==> src/hw/csr_cfg.svh <==
`ifndef CSR_CFG_SVH
`define CSR_CFG_SVH

// register and data width
`define CSR_XLEN 32

// trap vector base out of reset, direct mode
`define CSR_MTVEC_RESET 32'h0000_0100

// implemented mstatus fields
`define CSR_MSTATUS_MIE 3
`define CSR_MSTATUS_MPIE 7
// mpp occupies this bit and the one above
`define CSR_MSTATUS_MPP_LO 11

// mip and mie bit positions
`define CSR_IRQ_MSI 3
`define CSR_IRQ_MTI 7
`define CSR_IRQ_MEI 11

`endif

==> src/hw/csr_pkg.sv <==
`include "csr_cfg.svh"

package csr_pkg;

    typedef logic [`CSR_XLEN-1:0] xlen_t;

    // bit 2 marks the immediate forms
    typedef enum logic [2:0] {
        csr_none = 3'd0,
        csr_rw   = 3'd1,
        csr_rs   = 3'd2,
        csr_rc   = 3'd3,
        csr_rwi  = 3'd5,
        csr_rsi  = 3'd6,
        csr_rci  = 3'd7
    } csr_op_e;

    typedef enum logic [11:0] {
        csr_mstatus       = 12'h300,
        csr_mie           = 12'h304,
        csr_mtvec         = 12'h305,
        csr_mcountinhibit = 12'h320,
        csr_mscratch      = 12'h340,
        csr_mepc          = 12'h341,
        csr_mcause        = 12'h342,
        csr_mtval         = 12'h343,
        csr_mip           = 12'h344,
        csr_mcycle        = 12'hb00,
        csr_minstret      = 12'hb02
    } csr_addr_e;

    typedef enum logic [1:0] {
        priv_u = 2'd0,
        priv_m = 2'd3
    } priv_mode_e;

    typedef enum logic [4:0] {
        exc_illegal_instr = 5'd2,
        exc_breakpoint    = 5'd3,
        exc_ecall         = 5'd8,
        exc_env_call      = 5'd24,
        exc_mret          = 5'd25
    } exc_code_e;

    // interrupt codes overlap exception codes, so they sit outside the enum list
    localparam exc_code_e exc_irq_msi = exc_code_e'(5'd3);
    localparam exc_code_e exc_irq_mti = exc_code_e'(5'd7);
    localparam exc_code_e exc_irq_mei = exc_code_e'(5'd11);

endpackage

==> src/hw/csr_access.sv <==
`timescale 1ns/1ps

module csr_access (
    input  logic                 clk,
    input  logic                 rst,
    input  logic                 csr_valid_i,
    input  csr_pkg::csr_op_e     csr_op_i,
    input  logic [11:0]          csr_addr_i,
    input  csr_pkg::xlen_t       csr_src_i,
    input  logic [4:0]           csr_imm_i,
    input  logic                 flush_i,
    input  csr_pkg::priv_mode_e  priv_i,
    input  csr_pkg::xlen_t       mstatus_i,
    input  csr_pkg::xlen_t       mtvec_i,
    input  csr_pkg::xlen_t       mepc_i,
    input  csr_pkg::xlen_t       mcause_i,
    input  csr_pkg::xlen_t       mtval_i,
    input  csr_pkg::xlen_t       mie_i,
    input  csr_pkg::xlen_t       mip_i,
    input  csr_pkg::xlen_t       mcountinhibit_i,
    input  csr_pkg::xlen_t       mcycle_i,
    input  csr_pkg::xlen_t       minstret_i,
    output csr_pkg::xlen_t       csr_rdata_o,
    output logic                 csr_illegal_o,
    output logic                 wr_en_o,
    output csr_pkg::csr_addr_e   wr_addr_o,
    output csr_pkg::xlen_t       wr_data_o
);
    import csr_pkg::*;

    logic      known;
    logic      is_write;
    logic      we;
    xlen_t     rdata;
    xlen_t     operand;
    xlen_t     wdata;
    xlen_t     mscratch;
    logic      s1_valid;
    logic      s2_valid;
    csr_addr_e s1_addr;
    csr_addr_e s2_addr;
    xlen_t     s1_data;
    xlen_t     s2_data;

    always_comb begin
        known = 1'b1;
        rdata = '0;
        case (csr_addr_i)
            csr_mstatus:       rdata = mstatus_i;
            csr_mie:           rdata = mie_i;
            csr_mtvec:         rdata = mtvec_i;
            csr_mcountinhibit: rdata = mcountinhibit_i;
            csr_mscratch:      rdata = mscratch;
            csr_mepc:          rdata = mepc_i;
            csr_mcause:        rdata = mcause_i;
            csr_mtval:         rdata = mtval_i;
            csr_mip:           rdata = mip_i;
            csr_mcycle:        rdata = mcycle_i;
            csr_minstret:      rdata = minstret_i;
            default:           known = 1'b0;
        endcase
    end

    assign operand = csr_op_i[2] ? xlen_t'(csr_imm_i) : csr_src_i;

    // set and clear with a zero operand only read
    always_comb begin
        case (csr_op_i)
            csr_rw, csr_rwi: begin
                wdata    = operand;
                is_write = 1'b1;
            end
            csr_rs, csr_rsi: begin
                wdata    = rdata | operand;
                is_write = |operand;
            end
            csr_rc, csr_rci: begin
                wdata    = rdata & ~operand;
                is_write = |operand;
            end
            default: begin
                wdata    = rdata;
                is_write = 1'b0;
            end
        endcase
    end

    // bits 9:8 give the lowest privilege allowed
    assign csr_illegal_o = csr_valid_i && (csr_op_i != csr_none) &&
                           (!known || (csr_addr_i[9:8] > priv_i));
    assign csr_rdata_o   = rdata;

    assign we = csr_valid_i && is_write && !csr_illegal_o && !flush_i;

    always_ff @(posedge clk or negedge rst) begin
        if (!rst) begin
            s1_valid <= 1'b0;
            s2_valid <= 1'b0;
        end else begin
            s1_valid <= we;
            s2_valid <= s1_valid && !flush_i;
        end
    end

    always_ff @(posedge clk) begin
        s1_addr <= csr_addr_e'(csr_addr_i);
        s1_data <= wdata;
        s2_addr <= s1_addr;
        s2_data <= s1_data;
    end

    assign wr_en_o   = s2_valid && !flush_i;
    assign wr_addr_o = s2_addr;
    assign wr_data_o = s2_data;

    always_ff @(posedge clk or negedge rst) begin
        if (!rst) begin
            mscratch <= '0;
        end else if (wr_en_o && (wr_addr_o == csr_mscratch)) begin
            mscratch <= wr_data_o;
        end
    end

    // a flush kills both stages, nothing commits next cycle
    assert property (@(posedge clk) disable iff (!rst) flush_i |=> !wr_en_o);

endmodule

==> src/hw/csr_trap.sv <==
`timescale 1ns/1ps
`include "csr_cfg.svh"

module csr_trap (
    input  logic                 clk,
    input  logic                 rst,
    input  logic                 trap_i,
    input  csr_pkg::exc_code_e   trap_cause_i,
    input  logic                 trap_irq_i,
    input  csr_pkg::xlen_t       trap_pc_i,
    input  csr_pkg::xlen_t       trap_tval_i,
    input  logic                 mret_i,
    input  logic                 wr_en_i,
    input  csr_pkg::csr_addr_e   wr_addr_i,
    input  csr_pkg::xlen_t       wr_data_i,
    output csr_pkg::priv_mode_e  priv_o,
    output csr_pkg::xlen_t       mstatus_o,
    output csr_pkg::xlen_t       mtvec_o,
    output csr_pkg::xlen_t       mepc_o,
    output csr_pkg::xlen_t       mcause_o,
    output csr_pkg::xlen_t       mtval_o,
    output csr_pkg::xlen_t       target_pc_o
);
    import csr_pkg::*;

    priv_mode_e mode;
    priv_mode_e status_mpp;
    logic       status_mie;
    logic       status_mpie;
    xlen_t      mtvec;
    xlen_t      mepc;
    xlen_t      mcause;
    xlen_t      mtval;
    logic       ret_ok;
    logic       ret_bad;
    logic       take_trap;
    logic       cause_irq;
    exc_code_e  trap_code;
    xlen_t      vec_base;

    assign ret_ok    = mret_i && (mode == priv_m);
    assign ret_bad   = mret_i && (mode != priv_m);
    assign take_trap = trap_i || ret_bad;
    assign cause_irq = trap_irq_i && !ret_bad;

    always_comb begin
        if (ret_bad) begin
            trap_code = exc_illegal_instr;
        end else if (trap_cause_i == exc_env_call) begin
            // ecall from u gives 8, from m gives 11
            trap_code = exc_code_e'(5'd8 + {3'b000, mode});
        end else begin
            trap_code = trap_cause_i;
        end
    end

    assign vec_base = {mtvec[`CSR_XLEN-1:2], 2'b00};

    always_comb begin
        if (ret_ok) begin
            target_pc_o = mepc;
        end else if (cause_irq && (mtvec[1:0] == 2'b01)) begin
            target_pc_o = vec_base + xlen_t'({trap_code, 2'b00});
        end else begin
            target_pc_o = vec_base;
        end
    end

    always_ff @(posedge clk or negedge rst) begin
        if (!rst) begin
            mode        <= priv_m;
            status_mie  <= 1'b0;
            status_mpie <= 1'b0;
            status_mpp  <= priv_u;
            mtvec       <= `CSR_MTVEC_RESET;
            mepc        <= '0;
            mcause      <= '0;
            mtval       <= '0;
        end else begin
            if (wr_en_i) begin
                case (wr_addr_i)
                    csr_mstatus: begin
                        status_mie  <= wr_data_i[`CSR_MSTATUS_MIE];
                        status_mpie <= wr_data_i[`CSR_MSTATUS_MPIE];
                        // only m and u exist, anything else reads back as u
                        status_mpp  <= (wr_data_i[`CSR_MSTATUS_MPP_LO +: 2] == 2'b11) ?
                                       priv_m : priv_u;
                    end
                    csr_mtvec:  mtvec  <= {wr_data_i[`CSR_XLEN-1:2], 1'b0, wr_data_i[0]};
                    csr_mepc:   mepc   <= wr_data_i;
                    csr_mcause: mcause <= wr_data_i;
                    csr_mtval:  mtval  <= wr_data_i;
                    default: ;
                endcase
            end
            // trap events win over a csr write in the same cycle
            if (take_trap) begin
                status_mpie <= status_mie;
                status_mie  <= 1'b0;
                status_mpp  <= mode;
                mode        <= priv_m;
                mepc        <= trap_pc_i;
                mcause      <= {cause_irq, {(`CSR_XLEN-6){1'b0}}, trap_code};
                mtval       <= cause_irq ? '0 : trap_tval_i;
            end else if (ret_ok) begin
                status_mie  <= status_mpie;
                status_mpie <= 1'b1;
                mode        <= status_mpp;
                status_mpp  <= priv_u;
            end
        end
    end

    always_comb begin
        mstatus_o = '0;
        mstatus_o[`CSR_MSTATUS_MIE] = status_mie;
        mstatus_o[`CSR_MSTATUS_MPIE] = status_mpie;
        mstatus_o[`CSR_MSTATUS_MPP_LO +: 2] = status_mpp;
    end

    assign priv_o  = mode;
    assign mtvec_o = mtvec;
    assign mepc_o  = mepc;
    assign mcause_o = mcause;
    assign mtval_o = mtval;

    // the pipeline retires one event per cycle
    assert property (@(posedge clk) disable iff (!rst) !(trap_i && mret_i));

endmodule

==> src/hw/csr_irq.sv <==
`timescale 1ns/1ps
`include "csr_cfg.svh"

module csr_irq (
    input  logic                 clk,
    input  logic                 rst,
    input  logic                 soft_irq_i,
    input  logic                 timer_irq_i,
    input  logic                 ext_irq_i,
    input  csr_pkg::priv_mode_e  priv_i,
    input  logic                 mstatus_mie_i,
    input  logic                 wr_en_i,
    input  csr_pkg::csr_addr_e   wr_addr_i,
    input  csr_pkg::xlen_t       wr_data_i,
    output csr_pkg::xlen_t       mie_o,
    output csr_pkg::xlen_t       mip_o,
    output logic                 irq_o,
    output csr_pkg::exc_code_e   irq_cause_o
);
    import csr_pkg::*;

    localparam xlen_t irq_mask = (xlen_t'(1) << `CSR_IRQ_MSI) |
                                 (xlen_t'(1) << `CSR_IRQ_MTI) |
                                 (xlen_t'(1) << `CSR_IRQ_MEI);

    // line order is ext, timer, soft
    logic [2:0] sync_q;
    logic [2:0] pend_q;
    xlen_t      mie;
    xlen_t      pending;
    logic       enabled;

    always_ff @(posedge clk or negedge rst) begin
        if (!rst) begin
            sync_q <= '0;
            pend_q <= '0;
            mie    <= '0;
        end else begin
            sync_q <= {ext_irq_i, timer_irq_i, soft_irq_i};
            pend_q <= sync_q;
            if (wr_en_i && (wr_addr_i == csr_mie)) begin
                mie <= wr_data_i & irq_mask;
            end
        end
    end

    always_comb begin
        mip_o = '0;
        mip_o[`CSR_IRQ_MEI] = pend_q[2];
        mip_o[`CSR_IRQ_MTI] = pend_q[1];
        mip_o[`CSR_IRQ_MSI] = pend_q[0];
    end

    // user mode is always interruptible by machine interrupts
    assign enabled = (priv_i == priv_u) || mstatus_mie_i;
    assign pending = mip_o & mie;
    assign irq_o   = enabled && (|pending);

    always_comb begin
        if (pending[`CSR_IRQ_MEI]) begin
            irq_cause_o = exc_irq_mei;
        end else if (pending[`CSR_IRQ_MSI]) begin
            irq_cause_o = exc_irq_msi;
        end else begin
            irq_cause_o = exc_irq_mti;
        end
    end

    assign mie_o = mie;

    // an interrupt only follows a line seen two edges earlier
    assert property (@(posedge clk) disable iff (!rst)
        irq_o |-> ($past(ext_irq_i, 2) || $past(timer_irq_i, 2) || $past(soft_irq_i, 2)));

endmodule

==> src/hw/csr_counters.sv <==
`timescale 1ns/1ps

module csr_counters (
    input  logic                clk,
    input  logic                rst,
    input  logic [1:0]          retire_num_i,
    input  logic                wr_en_i,
    input  csr_pkg::csr_addr_e  wr_addr_i,
    input  csr_pkg::xlen_t      wr_data_i,
    output csr_pkg::xlen_t      mcycle_o,
    output csr_pkg::xlen_t      minstret_o,
    output csr_pkg::xlen_t      mcountinhibit_o
);
    import csr_pkg::*;

    logic  inhibit_cy;
    logic  inhibit_ir;
    xlen_t mcycle;
    xlen_t minstret;

    always_ff @(posedge clk or negedge rst) begin
        if (!rst) begin
            inhibit_cy <= 1'b0;
            inhibit_ir <= 1'b0;
            mcycle     <= '0;
            minstret   <= '0;
        end else begin
            if (wr_en_i && (wr_addr_i == csr_mcountinhibit)) begin
                inhibit_cy <= wr_data_i[0];
                inhibit_ir <= wr_data_i[2];
            end
            if (!inhibit_cy) begin
                mcycle <= mcycle + 1'b1;
            end
            // up to three retirements per cycle
            if (!inhibit_ir) begin
                minstret <= minstret + xlen_t'(retire_num_i);
            end
        end
    end

    assign mcycle_o        = mcycle;
    assign minstret_o      = minstret;
    assign mcountinhibit_o = xlen_t'({inhibit_ir, 1'b0, inhibit_cy});

endmodule

==> src/hw/csr_unit.sv <==
`timescale 1ns/1ps
`include "csr_cfg.svh"

module csr_unit (
    input  logic                 clk,
    input  logic                 rst,
    input  logic                 csr_valid_i,
    input  csr_pkg::csr_op_e     csr_op_i,
    input  logic [11:0]          csr_addr_i,
    input  csr_pkg::xlen_t       csr_src_i,
    input  logic [4:0]           csr_imm_i,
    input  logic                 flush_i,
    output csr_pkg::xlen_t       csr_rdata_o,
    output logic                 csr_illegal_o,
    input  logic                 trap_i,
    input  csr_pkg::exc_code_e   trap_cause_i,
    input  logic                 trap_irq_i,
    input  csr_pkg::xlen_t       trap_pc_i,
    input  csr_pkg::xlen_t       trap_tval_i,
    input  logic                 mret_i,
    output csr_pkg::xlen_t       target_pc_o,
    input  logic                 soft_irq_i,
    input  logic                 timer_irq_i,
    input  logic                 ext_irq_i,
    output logic                 irq_o,
    output csr_pkg::exc_code_e   irq_cause_o,
    input  logic [1:0]           retire_num_i,
    output csr_pkg::priv_mode_e  priv_o
);

    logic               wr_en;
    csr_pkg::csr_addr_e wr_addr;
    csr_pkg::xlen_t     wr_data;
    csr_pkg::xlen_t     mstatus;
    csr_pkg::xlen_t     mtvec;
    csr_pkg::xlen_t     mepc;
    csr_pkg::xlen_t     mcause;
    csr_pkg::xlen_t     mtval;
    csr_pkg::xlen_t     mie;
    csr_pkg::xlen_t     mip;
    csr_pkg::xlen_t     mcountinhibit;
    csr_pkg::xlen_t     mcycle;
    csr_pkg::xlen_t     minstret;

    csr_access u_access (
        .clk(clk), .rst(rst),
        .csr_valid_i(csr_valid_i), .csr_op_i(csr_op_i), .csr_addr_i(csr_addr_i),
        .csr_src_i(csr_src_i), .csr_imm_i(csr_imm_i), .flush_i(flush_i), .priv_i(priv_o),
        .mstatus_i(mstatus), .mtvec_i(mtvec), .mepc_i(mepc), .mcause_i(mcause),
        .mtval_i(mtval), .mie_i(mie), .mip_i(mip), .mcountinhibit_i(mcountinhibit),
        .mcycle_i(mcycle), .minstret_i(minstret),
        .csr_rdata_o(csr_rdata_o), .csr_illegal_o(csr_illegal_o),
        .wr_en_o(wr_en), .wr_addr_o(wr_addr), .wr_data_o(wr_data)
    );

    csr_trap u_trap (
        .clk(clk), .rst(rst),
        .trap_i(trap_i), .trap_cause_i(trap_cause_i), .trap_irq_i(trap_irq_i),
        .trap_pc_i(trap_pc_i), .trap_tval_i(trap_tval_i), .mret_i(mret_i),
        .wr_en_i(wr_en), .wr_addr_i(wr_addr), .wr_data_i(wr_data),
        .priv_o(priv_o), .mstatus_o(mstatus), .mtvec_o(mtvec), .mepc_o(mepc),
        .mcause_o(mcause), .mtval_o(mtval), .target_pc_o(target_pc_o)
    );

    csr_irq u_irq (
        .clk(clk), .rst(rst),
        .soft_irq_i(soft_irq_i), .timer_irq_i(timer_irq_i), .ext_irq_i(ext_irq_i),
        .priv_i(priv_o), .mstatus_mie_i(mstatus[`CSR_MSTATUS_MIE]),
        .wr_en_i(wr_en), .wr_addr_i(wr_addr), .wr_data_i(wr_data),
        .mie_o(mie), .mip_o(mip), .irq_o(irq_o), .irq_cause_o(irq_cause_o)
    );

    csr_counters u_counters (
        .clk(clk), .rst(rst), .retire_num_i(retire_num_i),
        .wr_en_i(wr_en), .wr_addr_i(wr_addr), .wr_data_i(wr_data),
        .mcycle_o(mcycle), .minstret_o(minstret), .mcountinhibit_o(mcountinhibit)
    );

endmodule

==> config.mk <==
export PLATFORM = sky130hd
export DESIGN_NAME = csr_unit
export DESIGN_NICKNAME = d
export VERILOG_FILES = /design/src/hw/csr_pkg.sv /design/src/hw/csr_access.sv /design/src/hw/csr_trap.sv /design/src/hw/csr_irq.sv /design/src/hw/csr_counters.sv /design/src/hw/csr_unit.sv
export VERILOG_INCLUDE_DIRS = /design/src /design/src/hw
export SDC_FILE = /design/constraint.sdc
export NUM_CORES = 1
export LEC_CHECK = 0
export ABC_AREA = 0
export CAP_MARGIN = 25
export CELL_PAD_IN_SITES_DETAIL_PLACEMENT = 0
export CELL_PAD_IN_SITES_GLOBAL_PLACEMENT = 1
export CORE_MARGIN = 3
export CORE_UTILIZATION = 44
export CTS_CLUSTER_DIAMETER = 80
export DETAILED_ROUTE_END_ITERATION = 8
export DONT_BUFFER_PORTS = 1
export PLACE_DENSITY_LB_ADDON = 0.1
export SLEW_MARGIN = 5
export SYNTH_ARGS = -nofsm -noshare
export SYNTH_HDL_FRONTEND = slang
export SYNTH_SLANG_ARGS = --single-unit
export TNS_END_PERCENT = 10
==> constraint.sdc <==
create_clock -name clk -period 4 [get_ports clk]
set_input_delay 0.6 -clock clk [delete_from_list [all_inputs] [get_ports clk]]
set_output_delay 0.6 -clock clk [all_outputs]
set_load 0.005 [all_outputs]
==> reports/qor.yml, run 1 <==
status: "finished with violations"
violations: "negative hold slack"
overflow: 0
grt_pass1_vias: 12400
clockBufferDepth: 3
layout-drive-gt1-share: 0.159
fill_cells: 3312
clock-sinks: 330
ys_seq_elements: 330
dpl-instance-area_mm2: 0.0168
crit_fanout: 7
io_pins: 206
period_share: 0.986
whs_ns: -0.246
ir_drop_uv: 259
tightest_slew_ns: 0.951
rr_startpoint: "u_access.wr_addr_o[3]$_DFF_P_"
reg2regPathDepth: 6
drt_iter0_drc: 1308
grt_pass1_wl_um: 81800
wl_um: 55100
yosys.area.top_type: "dfrtp_1"
p_leak_uw: 0.00779
core_mm2: 0.0360
cts_tree: "done"
setup-violations-final: 0
rows: 69
synth_ff_type: "dfrtp_1"
grt.total_usage: 0.279
dp_cells: 2000
synth_top_area_share: 0.368
finalInstanceArea_mm2: 0.0181
fp.dieW_um: 198
synth_edf_count: 0
num_antenna_cells: 0
crit_arrival_ns: 3.34
fin_cells: 2073
syn_area_per_cell_um2: 10.3
dp_hpwl_um: 39200
via_count: 12500
hold_violations: 239
drc: 0
wl_per_cell_um: 26.6
die_y_um: 198
drtAntennaViolNets: 0
p_per_area_mw_per_mm2: 436
place_congestion: 0.859
start_util: 0.452
crit_type: "reg -> out"
synthDistinctLibCells: 91
antenna_found_initial: 1
p_total_uw: 7900
slew_viol_final: 0
r2r_slack_ns: 1.46
viasPerCell: 6.05
end_kind: "output pin"
ys_seq_area_frac: 0.481
nets: 1727
skew_ns: 0.0260
required_ns: 3.40
rsz0062_at_grt: "yes"
portBuffers: 0
synth_area_leaders: "dfrtp_1 (37%), dfxtp_1 (11%), nand2_1 (6.0%)"
maxCapViolations: 0
area_growth_pct: 11.5
period_minus_slack_ns: 3.94
syn-cell-area_mm2: 0.0163
ys_async_sr_fraction: 0.733
grt_max_degree: 243
r2r_end: "u_trap.mcause_o[31]$_DFFE_PN0P_"
fin_ws_ns: 0.0561
dp_slack_ns: 0.0846
cts_root_buf: "clkbuf_16"
min_path_type: "in -> async"
insertion_delay_ns: 0.54
clk_pin_slew_ns: 0.06
ff_latch_area_mm2: 0.00782
multi_input_comb_area_mm2: 0.00796
yosys_warnings: 0
fp.dieArea_mm2: 0.0393
syn_inst: 1582
cp-start-kind: "flip-flop"
slew-limit-headroom: 0.366
cts_buffers: 38
drt-pass1-iter-count: 6
cts_max_level: 2
fmax_mhz: 254
-- per-layer routing --
metal,wire length (µm),GRT usage
met1,25600,0.423
met2,23100,0.396
met5,0,0
met3,5320,0.0779
met4,1130,0.0637
-- Yosys cell counts, drive strengths merged, types with 10 or more instances --
cell and number:
ha 10, mux4 25, inv 38, nor3 28, mux2i 89, xor2 23
buf 46, nor2b 20, a221o 14, nor2 67, nand4 17, and3 13
mux2 74, nand3 32, nor4 18, dfrtp 239, nor4b 11, xnor2 67
clkbuf 47, a21oi 56, o21ai 139, a22o 35, dfxtp 88, nand2 259
-- power by group --
group	switching, µW	internal (µW)
Clock	1420	2010
Sequential	244	3550
Combinational	376	310
-- critical path, cell delays in order (launching register included) --
cell,delay (ns)
dfstp_2,0.63
a21boi_4,0.10
a311o_1,0.42
ha_4,0.29
a211oi_4,0.26
o21bai_1,0.11
a21oi_2,0.19
buf_4,0.16
buf_8,0.14
nor2_1,0.07
xnor2_1,0.12
o21ai_0,0.15
buf_4,0.14
-- per-stage QoR --
stage,setup TNS [ns],utilization
2_1_floorplan,0,-
3_5_place_dp,0,0.466
3_3_place_gp,0,0.466
5_1_grt,-0.543,0.504
4_1_cts,0,0.501
6_report,0,0.504
-- state kept, by name, summed over array words and instances (netlist names), 2 cells and up --
| signal | count |
|---|---|
| u_trap.mtval_o | 32 |
| u_trap.priv_o | 2 |
| u_counters.mcycle_o | 32 |
| u_access.wr_data_o | 32 |
| u_trap.mcause_o | 32 |
| u_trap.mepc_o | 32 |
| u_trap.status_mpp | 2 |
| u_irq.pend_q | 3 |
| u_access.wr_addr_o | 12 |
| u_irq.mie_o | 3 |
| u_trap.mtvec_o | 31 |
| u_counters.minstret_o | 32 |
| u_irq.sync_q | 3 |
| u_access.s1_addr | 12 |
| u_access.mscratch | 32 |
| u_access.s1_data | 32 |
-- final cells by class --
type	count	share of cell area
clock buffers	57	0.0597
flip-flops and latches	330	0.431
well taps	461	0.0318
multi-input cells	1121	0.439
clock inverters	13	0.00752
inverters	39	0.00807
repair buffers	52	0.0226
-- cell families (layout without fill, tap and decap cells) --
logic type | count (synthesis) | after routing | share of synthesized area
adder cells (fa/ha/maj) | 12 | 12 | 0.0102
AO/OA/AOI/OAI | 313 | 313 | 0.124
multiplexers | 188 | 188 | 0.141
flip-flops | 330 | 330 | 0.481
buffers and inverters | 132 | 161 | 0.0386
AND/OR/NAND/NOR | 515 | 515 | 0.157
XOR/XNOR | 90 | 90 | 0.0485
other | 2 | 3 | 0.000462
-- how the worst max path moves through the flow --
stage	startpoint	endpoint	cells after the start	slack, ns
2_1_floorplan	trap_cause_i[1]	target_pc_o[20]	12	0.38
3_5_place_dp	trap_cause_i[1]	target_pc_o[8]	13	0.08
3_3_place_gp	trap_cause_i[1]	target_pc_o[8]	13	0.14
4_1_cts	u_trap.priv_o[1]$_DFFE_PN1P_	target_pc_o[22]	12	0.01
5_1_grt	u_trap.priv_o[1]$_DFFE_PN1P_	target_pc_o[17]	12	-0.07
6_report	u_trap.priv_o[1]$_DFFE_PN1P_	target_pc_o[11]	12	0.06
-- placed cells by master, fill, tap and decap left out, types with 37 or more instances in the layout --
master,Yosys,layout
dfxtp_1,88,88
clkbuf_16,0,38
nor2_1,64,61
inv_1,38,37
mux2i_1,89,89
buf_4,16,48
nand2_1,259,258
mux2_2,73,73
o21ai_0,113,103
xnor2_1,67,66
a21oi_1,56,55
dfrtp_1,239,239
-- timing repair --
action | in CTS | in global routing
endpoints found under the setup margin | 21 | 24
cloned | 1 | 0
setup buffers | 1 | 1
pin swaps | 4 | 15
gates resized for setup | 9 | 28
hold endpoints to repair | 242 | 242
Note: power is estimated with default switching activity, not from simulation.
==> inputs of run 2 (changes only) <==
==> constraint.sdc (replaced) <==
create_clock -name clk -period 3.65 [get_ports clk]
set_input_delay 0.5475 -clock clk [delete_from_list [all_inputs] [get_ports clk]]
set_output_delay 0.5475 -clock clk [all_outputs]
set_load 0.005 [all_outputs]
==> run 2 against run 1 <==
The run ends with negative hold slack, negative setup slack left. Die area unchanged. Count of clock-buffer cells in the layout up 2. Utilization up 0.76 points. Sequential power up 9.5%. Non-clock buffer count up 14. Largest cell class unchanged. Largest power group unchanged. Highest routed layer unchanged.
==> reports/qor.yml, run 2 (same netlist as run 1, synthesis figures left out) <==
status: "finished with violations"
violations: "negative hold slack, negative setup slack"
io_pins: 206  # unchanged
setup-violations-final: 6  # +6
core_mm2: 0.0360  # unchanged
fp.dieArea_mm2: 0.0393  # unchanged
via_count: 12600  # +0.064%
min_path_type: "in -> async"
end_kind: "output pin"
fmax_mhz: 271
layout-drive-gt1-share: 0.172  # +0.0128
drtAntennaViolNets: 0  # unchanged
cts_root_buf: "clkbuf_16"
grt_max_degree: 243  # unchanged
wl_per_cell_um: 26.4  # -0.65%
grt_pass1_wl_um: 81900  # +0.19%
grt_use_met3: 0.0732  # -0.00476
gr-max-usage-layer: "met1"
slew-limit-headroom: 0.379  # +0.0124
final_util: 0.511  # +0.00758
crit_arrival_ns: 3.15  # -0.19 ns
viasPerCell: 6.02  # -0.61%
period_share: 1.01
skew_ns: 0.0218  # -0.00419 ns
use_met2: 0.397  # +0.00115
dp_hpwl_um: 39500  # +0.71%
drt_iter0_drc: 1100  # -16%
cts_tree: "done"
ff_latch_area_mm2: 0.00782  # unchanged
nets: 1741  # +0.81%
fin_tns_setup_ns: -0.164  # -0.164 ns
cp-start-kind: "flip-flop"
clock-sinks: 330  # unchanged
clockBufferDepth: 3  # unchanged
rows: 69  # unchanged
crit_type: "reg -> out"
area_growth_pct: 13.1
cts_buffers: 38  # unchanged
insertion_delay_ns: 0.54  # about the same
fill_cells: 3310  # -0.060%
drc: 0  # unchanged
period_minus_slack_ns: 3.69
drt-pass1-iter-count: 7  # +1
portBuffers: 0  # unchanged
num_antenna_cells: 0  # unchanged
die_y_um: 198  # unchanged
hold_violations: 239  # unchanged
p_leak_uw: 0.00795  # +2.1%
overflow: 0  # unchanged
p_per_area_mw_per_mm2: 483  # +11%
wl_um: 55100  # about the same
whs_ns: -0.297  # -0.0517 ns
layout_common_cells: "nand2_1 (258), dfrtp_1 (239), o21ai_0 (100)"
use_met1: 0.425  # +0.00224
maxCapViolations: 0  # unchanged
ir_drop_uv: 285  # +9.9%
tightest_slew_ns: 0.932  # -0.0187 ns
grt_pass1_vias: 12400  # +0.081%
antenna_found_initial: 1  # unchanged
multi_input_comb_area_mm2: 0.00802  # +0.72%
grt.total_usage: 0.279  # about the same
cts_max_level: 2  # unchanged
start_util: 0.452  # unchanged
fin_ws_ns: -0.0441  # -0.100 ns
rsz0062_at_grt: "yes"
slew_viol_final: 0  # unchanged
layout_commonest_cell: "nand2_1"
fp.dieW_um: 198  # unchanged
required_ns: 3.10  # -0.30 ns
place_congestion: 0.884  # +3.0%
clk_pin_slew_ns: 0.06  # about the same
crit_fanout: 6  # -1
run 2: changes by cell type in the layout (fill, tap and decap cells not counted), moves of 3 or more:
cell,previous run,this run
buf_4,48,60
nor3_1,23,19
o21ai_1,33,37
clkbuf_16,38,41
nor3_2,4,7
o21ai_0,103,100
run 2: metrics by stage:
| step | cell area [µm²] | setup slack (ns) | power, µW | std cells |
|---|---|---|---|---|
| floorplan | 16300 | 0.131 | 4660 | 1583 |
| global placement | 16900 | -0.0365 | 4940 | 2012 |
| detailed placement | 16900 | -0.0578 | 4960 | 2012 |
| CTS | 18300 | -0.0323 | 8920 | 2087 |
| global route | 18400 | -0.146 | 9200 | 2087 |
| finish | 18400 | -0.0441 | 8890 | 2087 |
run 2: critical path: stages (launching register included):
cell      delay (ns)
dfstp_2         0.57
a21boi_4        0.08
a311o_1         0.31
buf_6           0.14
ha_4            0.22
a211oi_4        0.24
o21bai_2        0.11
a21oi_2         0.19
buf_4           0.16
buf_8           0.14
nor3_2          0.05
xnor2_1         0.21
o21ai_1         0.07
buf_4           0.13
run 2: metal layers:
metal	routed length (µm)	part of all wire
met4	1070	0.019
met2	23200	0.42
met5	0	0
met1	25600	0.47
met3	5230	0.095
run 2: where the power goes:
group / internal (µW) / total, µW / leakage, µW / switching [µW]
clock: 2420 / 3970 / 0.000637 / 1550
sequential: 3890 / 4150 / 0.00394 / 265
combinational: 355 / 766 / 0.00338 / 411
run 2: path summary, 6_finish.rpt:
kind                                                      start                                     to  slack [ns]  depth (start not counted)
min in group clk                                     soft_irq_i              u_irq.sync_q[0]$_DFF_PN0_        0.04                          0
setup / recovery                   u_trap.priv_o[0]$_DFFE_PN1P_                         target_pc_o[9]       -0.04                         13
setup reg to reg           u_counters.minstret_o[0]$_DFFE_PN0N_  u_counters.minstret_o[26]$_DFFE_PN0N_        1.08                          9
hold / removal                                              rst          u_trap.mtval_o[2]$_DFFE_PN0P_       -0.30                          0
max in group asynchronous                                   rst     u_counters.mcycle_o[9]$_DFFE_PN0N_        3.50                          0
hold reg to reg                     u_access.s1_addr[2]$_DFF_P_          u_access.wr_addr_o[2]$_DFF_P_        0.32                          0
run 2: timing repair:
action / 4_1_cts / 5_1_grt
pin swaps: 14 / 7
setup endpoints to repair: 22 / 26
gates cloned: 1 / 0
setup buffers: 4 / 0
hold endpoints to repair: 242 / 239
gates resized for setup: 34 / 16
run 2: cell type report:
class / count / share of cell area
Multi-Input combinational cell: 1121 / 0.436
Tap cell: 461 / 0.0313
Clock inverter: 11 / 0.00768
Sequential cell: 330 / 0.425
Inverter: 39 / 0.00795
Clock buffer: 59 / 0.0632
Timing Repair Buffer: 66 / 0.0293
